**config.mk**
```make
export PLATFORM = sky130hd
export DESIGN_NAME = pipelineController
export DESIGN_NICKNAME = d
export VERILOG_FILES = /design/src/verilog/ctrlPkg.sv /design/src/verilog/hazardUnit.sv /design/src/verilog/instrDecoder.sv /design/src/verilog/pipelineController.sv /design/src/verilog/stagePipe.sv
export SDC_FILE = /design/constraint.sdc
export NUM_CORES = 1
export LEC_CHECK = 0
export ABC_AREA = 1
export BUFFER_PORTS_ARGS = -buffer_cell sky130_fd_sc_hd__buf_2
export CORE_MARGIN = 5
export CORE_UTILIZATION = 30
export DETAILED_ROUTE_END_ITERATION = 16
export PLACE_DENSITY = 0.55
export SLEW_MARGIN = 20
export SYNTH_ARGS = -nofsm -noshare
export SYNTH_HDL_FRONTEND = slang
export SYNTH_SLANG_ARGS = --single-unit
```
**constraint.sdc**
```tcl
create_clock -name clk -period 3.45 [get_ports clk]
set_input_delay 0.69 -clock clk [delete_from_list [all_inputs] [get_ports clk]]
set_output_delay 0.69 -clock clk [all_outputs]
set_load 0.05 [all_outputs]
```
**src/verilog/ctrlPkg.sv**
```systemverilog
`default_nettype none

package ctrlPkg;

	////////////////////////////////////////
	// instruction encodings
	////////////////////////////////////////

	localparam logic [5:0] opR    = 6'h00;
	localparam logic [5:0] opJal  = 6'h03;
	localparam logic [5:0] opBeq  = 6'h04;
	localparam logic [5:0] opAddi = 6'h08;
	localparam logic [5:0] opOri  = 6'h0d;
	localparam logic [5:0] opLui  = 6'h0f;
	localparam logic [5:0] opLw   = 6'h23;
	localparam logic [5:0] opSw   = 6'h2b;

	// function field of opR
	localparam logic [5:0] fnJr   = 6'h08;
	localparam logic [5:0] fnAddu = 6'h21;
	localparam logic [5:0] fnSubu = 6'h23;
	localparam logic [5:0] fnAnd  = 6'h24;
	localparam logic [5:0] fnOr   = 6'h25;
	localparam logic [5:0] fnSlt  = 6'h2a;

	////////////////////////////////////////
	// basic types
	////////////////////////////////////////

	// register 0 is never written
	typedef logic [4:0] regAddrT;

	// stages until a result exists or an operand is needed
	typedef logic [1:0] tickT;

	localparam tickT tUseNone = 2'd3;

	typedef enum logic [2:0] {
		aluAdd = 3'd0,
		aluSub = 3'd1,
		aluAnd = 3'd2,
		aluOr  = 3'd3,
		aluSlt = 3'd4,
		aluLui = 3'd5
	} aluOpT;

	typedef enum logic [1:0] {
		npcSeq    = 2'd0,
		npcBranch = 2'd1,
		npcJal    = 2'd2,
		npcJr     = 2'd3
	} npcOpT;

	// register file write data source
	typedef enum logic [1:0] {
		wdAlu  = 2'd0,
		wdMem  = 2'd1,
		wdLink = 2'd2
	} wdSelT;

	typedef enum logic [1:0] {
		fwdRf    = 2'd0,
		fwdELink = 2'd1,
		fwdMRes  = 2'd2,
		fwdWData = 2'd3
	} fwdSrcT;

	////////////////////////////////////////
	// per-stage control record
	////////////////////////////////////////

	// aluBSel high takes the extended immediate as ALU operand B
	typedef struct packed {
		regAddrT dst;
		tickT    tNew;
		logic    regWr;
		logic    memWr;
		wdSelT   wdSel;
		aluOpT   aluOp;
		logic    aluBSel;
		logic    isLink;
	} stageCtrlT;

	localparam stageCtrlT bubbleCtrl = '0;

endpackage

`default_nettype wire

```
**src/verilog/hazardUnit.sv**
```systemverilog
`timescale 1ns/1ps
`default_nettype none

module hazardUnit (
	input  wire ctrlPkg::stageCtrlT  dCtrl,
	input  wire ctrlPkg::stageCtrlT  eCtrl,
	input  wire ctrlPkg::stageCtrlT  mCtrl,
	input  wire ctrlPkg::stageCtrlT  wCtrl,
	input  wire ctrlPkg::regAddrT    dRs,
	input  wire ctrlPkg::regAddrT    dRt,
	input  wire ctrlPkg::regAddrT    eRs,
	input  wire ctrlPkg::regAddrT    eRt,
	input  wire ctrlPkg::regAddrT    mRt,
	input  wire ctrlPkg::tickT       tUseRs,
	input  wire ctrlPkg::tickT       tUseRt,
	output logic                     stall,
	output ctrlPkg::fwdSrcT          dRsFwd,
	output ctrlPkg::fwdSrcT          dRtFwd,
	output ctrlPkg::fwdSrcT          eRsFwd,
	output ctrlPkg::fwdSrcT          eRtFwd,
	output ctrlPkg::fwdSrcT          mRtFwd
);
	import ctrlPkg::*;

	// stage c will write register r
	function automatic logic writes(regAddrT r, stageCtrlT c);
		return (r != '0) && c.regWr && (c.dst == r);
	endfunction

	// result arrives too late for the operand
	function automatic logic waits(regAddrT r, tickT tUse, stageCtrlT c);
		return writes(r, c) && (tUse != tUseNone) && (c.tNew > tUse);
	endfunction

	// nearest younger writer wins
	// only jal has its value ready in E, a load in M is covered by the stall
	function automatic fwdSrcT nearest(regAddrT r, logic seeE, logic seeM,
			stageCtrlT e, stageCtrlT m, stageCtrlT w);
		fwdSrcT src;
		src = fwdRf;
		if (seeE && writes(r, e)) begin
			src = e.isLink ? fwdELink : fwdRf;
		end else if (seeM && writes(r, m)) begin
			src = (m.wdSel == wdMem) ? fwdRf : fwdMRes;
		end else if (writes(r, w)) begin
			src = fwdWData;
		end
		return src;
	endfunction

	////////////////////////////////////////
	// stall
	////////////////////////////////////////

	always_comb begin
		stall = waits(dRs, tUseRs, eCtrl) || waits(dRs, tUseRs, mCtrl)
			|| waits(dRt, tUseRt, eCtrl) || waits(dRt, tUseRt, mCtrl);
	end

	////////////////////////////////////////
	// forwarding selects
	////////////////////////////////////////

	always_comb begin
		dRsFwd = nearest(dRs, 1'b1, 1'b1, eCtrl, mCtrl, wCtrl);
		dRtFwd = nearest(dRt, 1'b1, 1'b1, eCtrl, mCtrl, wCtrl);
		eRsFwd = nearest(eRs, 1'b0, 1'b1, eCtrl, mCtrl, wCtrl);
		eRtFwd = nearest(eRt, 1'b0, 1'b1, eCtrl, mCtrl, wCtrl);
		// store data in M only sees W
		mRtFwd = nearest(mRt, 1'b0, 1'b0, eCtrl, mCtrl, wCtrl);
	end

	// the register compares above rely on writers never targeting $0
	always_comb begin
		assert (!dCtrl.regWr || (dCtrl.dst != '0))
			else $error("decoded writer targets register 0");
		assert (!stall || (tUseRs != tUseNone) || (tUseRt != tUseNone))
			else $error("stall without any operand read in D");
		assert (((dRs != '0) || (dRsFwd == fwdRf)) && ((dRt != '0) || (dRtFwd == fwdRf))
			&& ((eRs != '0) || (eRsFwd == fwdRf)) && ((eRt != '0) || (eRtFwd == fwdRf))
			&& ((mRt != '0) || (mRtFwd == fwdRf)))
			else $error("forward selected for register 0");
	end

endmodule

`default_nettype wire

```
**src/verilog/instrDecoder.sv**
```systemverilog
`timescale 1ns/1ps
`default_nettype none

module instrDecoder (
	input  wire logic [31:0]     dInstr,
	output ctrlPkg::stageCtrlT   dCtrl,
	output ctrlPkg::regAddrT     dRs,
	output ctrlPkg::regAddrT     dRt,
	output ctrlPkg::tickT        tUseRs,
	output ctrlPkg::tickT        tUseRt,
	output ctrlPkg::npcOpT       npcOp,
	output logic                 extSigned
);
	import ctrlPkg::*;

	logic [5:0] op;
	logic [5:0] fn;
	regAddrT rs;
	regAddrT rt;
	regAddrT rd;
	logic isAluR;
	aluOpT rAluOp;
	stageCtrlT ctrl;

	assign op = dInstr[31:26];
	assign fn = dInstr[5:0];
	assign rs = dInstr[25:21];
	assign rt = dInstr[20:16];
	assign rd = dInstr[15:11];

	assign isAluR = (op == opR) && (fn inside {fnAddu, fnSubu, fnAnd, fnOr, fnSlt});

	always_comb begin
		case (fn)
			fnSubu: rAluOp = aluSub;
			fnAnd: rAluOp = aluAnd;
			fnOr: rAluOp = aluOr;
			fnSlt: rAluOp = aluSlt;
			default: rAluOp = aluAdd;
		endcase
	end

	// tNew is counted from D, so it reads one less once in E
	always_comb begin
		ctrl = bubbleCtrl;
		tUseRs = tUseNone;
		tUseRt = tUseNone;
		npcOp = npcSeq;
		extSigned = 1'b0;
		case (op)
			opR: begin
				if (fn == fnJr) begin
					tUseRs = 2'd0;
					npcOp = npcJr;
				end else if (isAluR) begin
					ctrl.dst = rd;
					ctrl.tNew = 2'd2;
					ctrl.regWr = 1'b1;
					ctrl.aluOp = rAluOp;
					tUseRs = 2'd1;
					tUseRt = 2'd1;
				end
			end
			opAddi, opOri: begin
				ctrl.dst = rt;
				ctrl.tNew = 2'd2;
				ctrl.regWr = 1'b1;
				ctrl.aluOp = (op == opOri) ? aluOr : aluAdd;
				ctrl.aluBSel = 1'b1;
				tUseRs = 2'd1;
				extSigned = (op == opAddi);
			end
			opLui: begin
				ctrl.dst = rt;
				ctrl.tNew = 2'd2;
				ctrl.regWr = 1'b1;
				ctrl.aluOp = aluLui;
				ctrl.aluBSel = 1'b1;
			end
			opLw: begin
				ctrl.dst = rt;
				ctrl.tNew = 2'd3;
				ctrl.regWr = 1'b1;
				ctrl.wdSel = wdMem;
				ctrl.aluBSel = 1'b1;
				tUseRs = 2'd1;
				extSigned = 1'b1;
			end
			opSw: begin
				ctrl.memWr = 1'b1;
				ctrl.aluBSel = 1'b1;
				tUseRs = 2'd1;
				// store data is only needed in M
				tUseRt = 2'd2;
				extSigned = 1'b1;
			end
			opBeq: begin
				ctrl.aluOp = aluSub;
				tUseRs = 2'd0;
				tUseRt = 2'd0;
				npcOp = npcBranch;
			end
			opJal: begin
				// link goes to $ra
				ctrl.dst = 5'd31;
				ctrl.regWr = 1'b1;
				ctrl.wdSel = wdLink;
				ctrl.isLink = 1'b1;
				npcOp = npcJal;
			end
			default: begin
				ctrl = bubbleCtrl;
			end
		endcase
		if (ctrl.dst == '0) begin
			ctrl.regWr = 1'b0;
		end
	end

	assign dCtrl = ctrl;

	// fields that are not read are reported as register 0
	assign dRs = (tUseRs != tUseNone) ? rs : '0;
	assign dRt = (tUseRt != tUseNone) ? rt : '0;

endmodule

`default_nettype wire

```
**src/verilog/pipelineController.sv**
```systemverilog
`timescale 1ns/1ps
`default_nettype none

module pipelineController (
	input  wire logic          clk,
	input  wire logic          reset,
	input  wire logic [31:0]   instr,
	input  wire logic          instrValid,
	output logic               stall,
	output ctrlPkg::npcOpT     npcOp,
	output logic               extSigned,
	output ctrlPkg::fwdSrcT    dRsFwd,
	output ctrlPkg::fwdSrcT    dRtFwd,
	output ctrlPkg::aluOpT     aluOp,
	output logic               aluBSel,
	output ctrlPkg::fwdSrcT    eRsFwd,
	output ctrlPkg::fwdSrcT    eRtFwd,
	output logic               memWr,
	output ctrlPkg::fwdSrcT    mRtFwd,
	output logic               regWr,
	output ctrlPkg::wdSelT     wdSel,
	output ctrlPkg::regAddrT   regWriteAddr
);
	import ctrlPkg::*;

	logic [31:0] dInstr;
	stageCtrlT dCtrl;
	stageCtrlT eCtrl;
	stageCtrlT mCtrl;
	stageCtrlT wCtrl;
	regAddrT dRs;
	regAddrT dRt;
	regAddrT eRs;
	regAddrT eRt;
	regAddrT mRt;
	tickT tUseRs;
	tickT tUseRt;

	stagePipe stagePipe_inst (.*);

	instrDecoder instrDecoder_inst (.*);

	hazardUnit hazardUnit_inst (.*);

	////////////////////////////////////////
	// per-stage outputs
	////////////////////////////////////////

	// execute
	assign aluOp = eCtrl.aluOp;
	assign aluBSel = eCtrl.aluBSel;

	// memory
	assign memWr = mCtrl.memWr;

	// writeback
	assign regWr = wCtrl.regWr;
	assign wdSel = wCtrl.wdSel;
	assign regWriteAddr = wCtrl.dst;

endmodule

`default_nettype wire

```
**src/verilog/stagePipe.sv**
```systemverilog
`timescale 1ns/1ps
`default_nettype none

module stagePipe (
	input  wire logic                clk,
	input  wire logic                reset,
	input  wire logic [31:0]         instr,
	input  wire logic                instrValid,
	input  wire logic                stall,
	input  wire ctrlPkg::stageCtrlT  dCtrl,
	input  wire ctrlPkg::regAddrT    dRs,
	input  wire ctrlPkg::regAddrT    dRt,
	output logic [31:0]              dInstr,
	output ctrlPkg::stageCtrlT       eCtrl,
	output ctrlPkg::stageCtrlT       mCtrl,
	output ctrlPkg::stageCtrlT       wCtrl,
	output ctrlPkg::regAddrT         eRs,
	output ctrlPkg::regAddrT         eRt,
	output ctrlPkg::regAddrT         mRt
);
	import ctrlPkg::*;

	// one stage closer to its result, saturating at zero
	function automatic stageCtrlT advance(stageCtrlT c);
		stageCtrlT n;
		n = c;
		if (n.tNew != '0) begin
			n.tNew = n.tNew - 2'd1;
		end
		return n;
	endfunction

	////////////////////////////////////////
	// D register
	////////////////////////////////////////

	// idle cycles load a nop, a stall holds the instruction
	always_ff @(posedge clk) begin
		if (reset) begin
			dInstr <= '0;
		end else if (!stall) begin
			dInstr <= instrValid ? instr : 32'h0;
		end
	end

	////////////////////////////////////////
	// E, M and W records
	////////////////////////////////////////

	always_ff @(posedge clk) begin
		if (reset) begin
			eCtrl <= bubbleCtrl;
			mCtrl <= bubbleCtrl;
			wCtrl <= bubbleCtrl;
			eRs <= '0;
			eRt <= '0;
			mRt <= '0;
		end else begin
			if (stall) begin
				eCtrl <= bubbleCtrl;
				eRs <= '0;
				eRt <= '0;
			end else begin
				eCtrl <= advance(dCtrl);
				eRs <= dRs;
				eRt <= dRt;
			end
			mCtrl <= advance(eCtrl);
			mRt <= eRt;
			wCtrl <= advance(mCtrl);
		end
	end

	// a stalled cycle must leave a harmless bubble behind in E
	bubbleNoWrite: assert property (@(posedge clk) disable iff (reset)
		stall |=> (!eCtrl.regWr && !eCtrl.memWr));

	// loads are the slowest producer, two stages left once in E
	eTNewBound: assert property (@(posedge clk) disable iff (reset)
		eCtrl.tNew <= 2'd2);

endmodule

`default_nettype wire
```
Word level (Yosys, flattened, before mapping)
Index checks and enable logic that the tools add are counted.

Register bits after elaboration: 82. Word-level logic and storage cells: 146. Output and inout port bits: 27.

Reduce and logical (&&, ||, !) cells: 53. Multiplexer cells: 40. Eq/ne operators: 27. $add $sub $neg: 2. $lt $le $gt $ge: 4.

Operators with widths (count): == test 5 bit (11); == test 6 bit, second input constant (7); 2-to-1 mux 2 bit (19); 2-to-1 mux 32 bit (1); logical AND 1 bit (31); nonzero test 5 bit (6); == test 6 x 4 -> 1 bit, second input constant (4); one-hot mux 2 bit (3 select lines) (4); one-hot mux 3 bit (4 select lines) (2); 2-to-1 mux 8 bit (2); one-hot mux 5 bit (3 select lines) (1); 2-to-1 mux 5 bit (2); OR reduction 5 bit (2); greater-than comparator 2 bit (4); OR reduction 4 bit (2); == test 6 x 2 -> 1 bit, second input constant (1); == test 6 x 3 -> 1 bit, second input constant (1); logical NOT 6 bit (1); 2-to-1 mux 3 bit (2); OR reduction 2 bit (3); OR reduction 3 bit (2); logical NOT 5 bit (1); 2-to-1 mux 1 bit (4); != test 2 bit, second input constant (2); other kinds (6) (11).

Longest topological paths before layout
Depth in word-level cells: 17. Gate-level depth with buffers: 19. Gate-level depth less buffers: 18.

Hierarchy
From an unflattened synthesis, not the netlist that was laid out.

Cell total of the unflattened synthesis: 731. Area, all modules: 4997.3 um2.

Modules (own cells, without submodules): stagePipe (times used 1, cells each 340, area an instance 3074.2 um2, sequential area each 1901.8 um2); hazardUnit (times used 1, cells each 270, area an instance 1347.5 um2, sequential area each 0.0 um2); instrDecoder (times used 1, cells each 121, area an instance 575.6 um2, sequential area each 0.0 um2).

Worst setup path after synthesis
OpenSTA, ideal clock, no wires.

Path kind: flip-flop to output port. Start point: reg, netlist name stagePipe_inst.wCtrl[13]. End point: out eRsFwd[1]. Cell stages (with the launch flop): 7. Required time: 2760 ps. Path buffers: 0. Arrival time: 2591 ps. Path slack: 169 ps. Path through: dfxtp_1 inv_1 a21oi_1 inv_1 nor4b_1 o2111ai_1 o21ai_0.

Word-level cells in the longest chain between the ends: 4.

RTL lines: == test 5 bit (RTL line hazardUnit.sv:27) `return (r != '0) && c.regWr && (c.dst == r);`; logical AND 1 bit (RTL line hazardUnit.sv:27); 2-to-1 mux 2 bit (RTL line hazardUnit.sv:45) `end else if (writes(r, w)) begin`; 2-to-1 mux 2 bit (RTL line hazardUnit.sv:43) `end else if (seeM && writes(r, m)) begin`; end, declared (RTL line pipelineController.sv:16) `output ctrlPkg::fwdSrcT eRsFwd,`.

No other way between the ends.

Final worst setup path
Start point: reg stagePipe_inst.dInstr[29]. End point: out dRtFwd[1].

Word-level cells in the longest chain between the ends: 13. Elaborated cells between the ends (all ways): 22. Those cells by class: 6 x eq/ne; 7 x mux; 9 x reduce/logical.

RTL lines: start, declared (RTL line stagePipe.sv:13) `output logic [31:0] dInstr,`; start signal, assigned (RTL line stagePipe.sv:42) `dInstr <= instrValid ? instr : 32'h0;`; logical NOT 6 bit (RTL line instrDecoder.sv:31, instrDecoder.sv:50); logical AND 1 bit (RTL line instrDecoder.sv:31) `assign isAluR = (op == opR) && (fn inside {fnAddu, fnSubu, fnAnd, fnOr, fnSlt});`; 2-to-1 mux 2 bit (RTL line instrDecoder.sv:55) `end else if (isAluR) begin`; 2-to-1 mux 2 bit (RTL line instrDecoder.sv:52) `if (fn == fnJr) begin`; one-hot mux 2 bit (3 select lines) * (RTL line instrDecoder.sv:50) `case (op)`; != test 2 bit * (RTL line instrDecoder.sv:124) `assign dRt = (tUseRt != tUseNone) ? rt : '0;`; 2-to-1 mux 5 bit * (RTL line instrDecoder.sv:124); nonzero test 5 bit (RTL line hazardUnit.sv:27); logical AND 1 bit (2 in a row) (RTL line hazardUnit.sv:27); 2-to-1 mux 2 bit (RTL line hazardUnit.sv:45); 2-to-1 mux 2 bit (RTL line hazardUnit.sv:43); 2-to-1 mux 2 bit * (RTL line hazardUnit.sv:41) `if (seeE && writes(r, e)) begin`; end, declared (RTL line pipelineController.sv:13) `output ctrlPkg::fwdSrcT dRtFwd,`.

Every way passes the cells marked *; elsewhere a longest branch is shown, timed or not.

==> results by group <==
Clock tree
  • Root buffer cell: clkbuf_16
  • Clock latency on the worst-skew pair: 0.34 ns
  • CTS Buffer Depth: 2
  • CTS Sinks: 76
  • Clock buffer count from CTS: 9
  • CTS HTree Levels: 3
  • Reg clk slew, reported paths: 0.06 ns
  • Hold_buf cts: 0
  • CTS tree: done

Synthesis
  • Share of the synthesized area in the top cell type: 35.27%
  • Mapped Nets: 684
  • Ys flop type: dfxtp_1
  • Mean Syn Cell Area: 6.730 sq um
  • Register bit total from synthesis: 76
  • Synth cell types: 36
  • Largest area contributor in the netlist: dfxtp_1
  • Syn Std Cell Area: 4314 sq um
  • Post-synth EDFFs: 0
  • Asr flop ratio synth: 0%
  • Yosys warning total: 0
  • Sequential cell area fraction in the yosys report: 35.27%
  • Synth area leaders: dfxtp_1 (35%), nand2_1 (12%), nor2_1 (9.8%)
  • Post-Synthesis Cells: 641

STA
  • Final setup fails: 0
  • TNS Setup: 0 ns
  • Final Hold Vio Count: 0
  • Min Tclk post-route: 3.302 ns
  • Worst-margin pin slew: 0.6011 ns
  • Fin crit share: 95.72%
  • Clock skew: 0.007187 ns
  • Slew headroom: 59.93%
  • Max Clk Rate: 302.8 MHz
  • RSZ-0062 raised after global routing: false
  • Final max-slew violation count: 0

Place
  • Final Wtd Congestion: 0.8759
  • Hpwl dp: 8834 um
  • Placed instance count: 861
  • IO buf count: 56
  • DP Area: 4726 sq um

Worst setup path
  • WS Path Type: flip-flop to output port
  • Largest fanout on the critical path: 15
  • Crit path DAT: 2.61 ns
  • Req. time, crit path: 2.76 ns
  • Worst Setup Start Kind: flip-flop
  • Crit path capture type: output port

Global route
  • Global-route wire length before repair: 19460 um
  • Grt total ovfl: 0
  • Number of global-route vias before repair: 3787
  • Antenna violations before repair: 0
  • GRT Overall Usage: 14.71%
  • Largest net degree at the start of global routing: 28

Detailed routing
  • ANT nets after route: 0
  • WL final: 11840 um
  • Drt first-iter violations: 190
  • DR pass1 iterations: 4
  • Vias: 4124
  • Remaining DRCs: 0
  • Vias/cell: 4.639
  • Routed WL per cell: 13.31 um

Floorplanning
  • Chip Width: 129.9 um
  • Die Area: 16880 sq um
  • I/O Pins: 62
  • Die Y: 129.9 um
  • Row count: 43
  • Initial core utilization: 30.84%
  • Core Box Area: 13990 sq um

Hold path
  • Hold/Removal Path Class: flip-flop to flip-flop

Pwr
  • Leak pwr: 2.578 nW
  • Max IR drop VDD: 210.6 uV
  • Pwr dens: 430.3 nW/um^2

Cells and area
  • Final nets: 747
  • Commonest non-fill, non-tap cell in the layout: nand2_1
  • Synthesis-to-finish area growth: 21.90%
  • Final Core Density: 37.59%
  • Commonest cells after routing, fill and taps aside: nand2_1 (142), nor2_1 (108), inv_1 (86)
  • Share of layout cells above drive strength 1: 22.28%
  • Diode count: 0
  • Design area: 5259 sq um
  • Post-Layout Cell Count: 889

Run
  • Max Cap Viol: 0

Run status
  • Status: completed
## power by group
part           total, W  internal, W  switching [W]
Clock           0.00108     0.000708       0.000367
Sequential     0.000922     0.000898      0.0000240
Combinational  0.000266    0.0000988       0.000167
Total           0.00226      0.00170       0.000559
## logic make-up after synthesis
logic type                 after synthesis  share of synthesized area [%]
xor gates and xnor gates                11                          2.233
buffers and inverters                  116                          11.57
AOI/OAI and AO/OA                       74                          10.41
adders and majority gates                8                          2.320
and+or+nand+nor                        356                          38.20
DFF                                     76                          35.27
## critical path, cell delays in order (launching register included)
cell and delay, ns:
dfxtp_2 0.38, inv_1 0.09, nor2_2 0.14, nand3_2 0.16
nand2_4 0.21, nand3_2 0.18, nand3_1 0.15, nor2_2 0.06
or3_1 0.30, nor2_1 0.11, nand3_1 0.09, o21ai_0 0.16
buf_4 0.27
## layer usage
metal / GRT usage, % / vias to the layer above / part of all wire [%]
li1: - / 2174 / -
met1: 20.46 / 1824 / 48
met2: 22.99 / 111 / 44
met3: 3.316 / 15 / 5.9
met4: 4.034 / 0 / 1.5
met5: 0 / - / 0
## flip-flops by register name (all words and copies together) (netlist names)
register / cells
stagePipe_inst.dInstr: 27
stagePipe_inst.wCtrl: 8
stagePipe_inst.eRt: 5
stagePipe_inst.eRs: 5
stagePipe_inst.mCtrl: 11
stagePipe_inst.eCtrl: 15
stagePipe_inst.mRt: 5
## repair_timing
item	4_1_cts	5_1_grt
resized for setup	9	28
pin swaps	5	6
setup buffers	12	0
hold endpoints to repair	0	0
endpoints found under the setup margin	5	5
## through the flow
| step | worst slack (ns) | total power, W | hold WS, ns |
|---|---|---|---|
| floorplan | 0.1687 | 0.001117 | 0.3883 |
| global placement | 0.2344 | 0.001172 | 0.3936 |
| detailed placement | 0.2298 | 0.001173 | 0.3956 |
| CTS | 0.04460 | 0.002276 | 0.3990 |
| global route | 0.003151 | 0.002356 | 0.4281 |
| finish | 0.1477 | 0.002263 | 0.3932 |
## synth_stat cells, types with 2 or more instances
master     number
nand2_1       143
nor2_1        113
inv_1          87
dfxtp_1        76
a21oi_1        28
nand3_1        26
nand4_1        26
nor2_2         17
o21ai_0        17
o21bai_1       11
nand3_2        10
xor2_1         10
clkbuf_1        8
ha_1            8
a221oi_1        6
buf_2           6
buf_4           6
o22ai_1         6
inv_2           4
nand2_2         4
nor2_4          4
nor3_1          4
buf_6           3
nand3_4         3
nor4_1          3
o2111ai_1       2
## worst paths after layout
kind / start / end / slack (ns) / depth (start not counted)
hold reg to reg: stagePipe_inst.eCtrl[7] / stagePipe_inst.mCtrl[7] / 0.39 / 2
setup reg to reg: stagePipe_inst.dInstr[5] / stagePipe_inst.eCtrl[1] / 0.74 / 16
setup / recovery: stagePipe_inst.dInstr[29] / dRtFwd[1] / 0.15 / 12
hold / removal: stagePipe_inst.eCtrl[7] / stagePipe_inst.mCtrl[7] / 0.39 / 2
## cell type report
class | instances | area (sq um)
Sequential cell | 76 | 1530
Timing Repair Buffer | 76 | 446.7
Tap cell | 180 | 225.2
Fill cell | 1521 | 8730
Inverter | 92 | 345.3
Multi-Input combinational cell | 449 | 2371
Clock inverter | 6 | 111.4
Clock buffer | 10 | 229.0
Power figures use the tool's default switching activity.
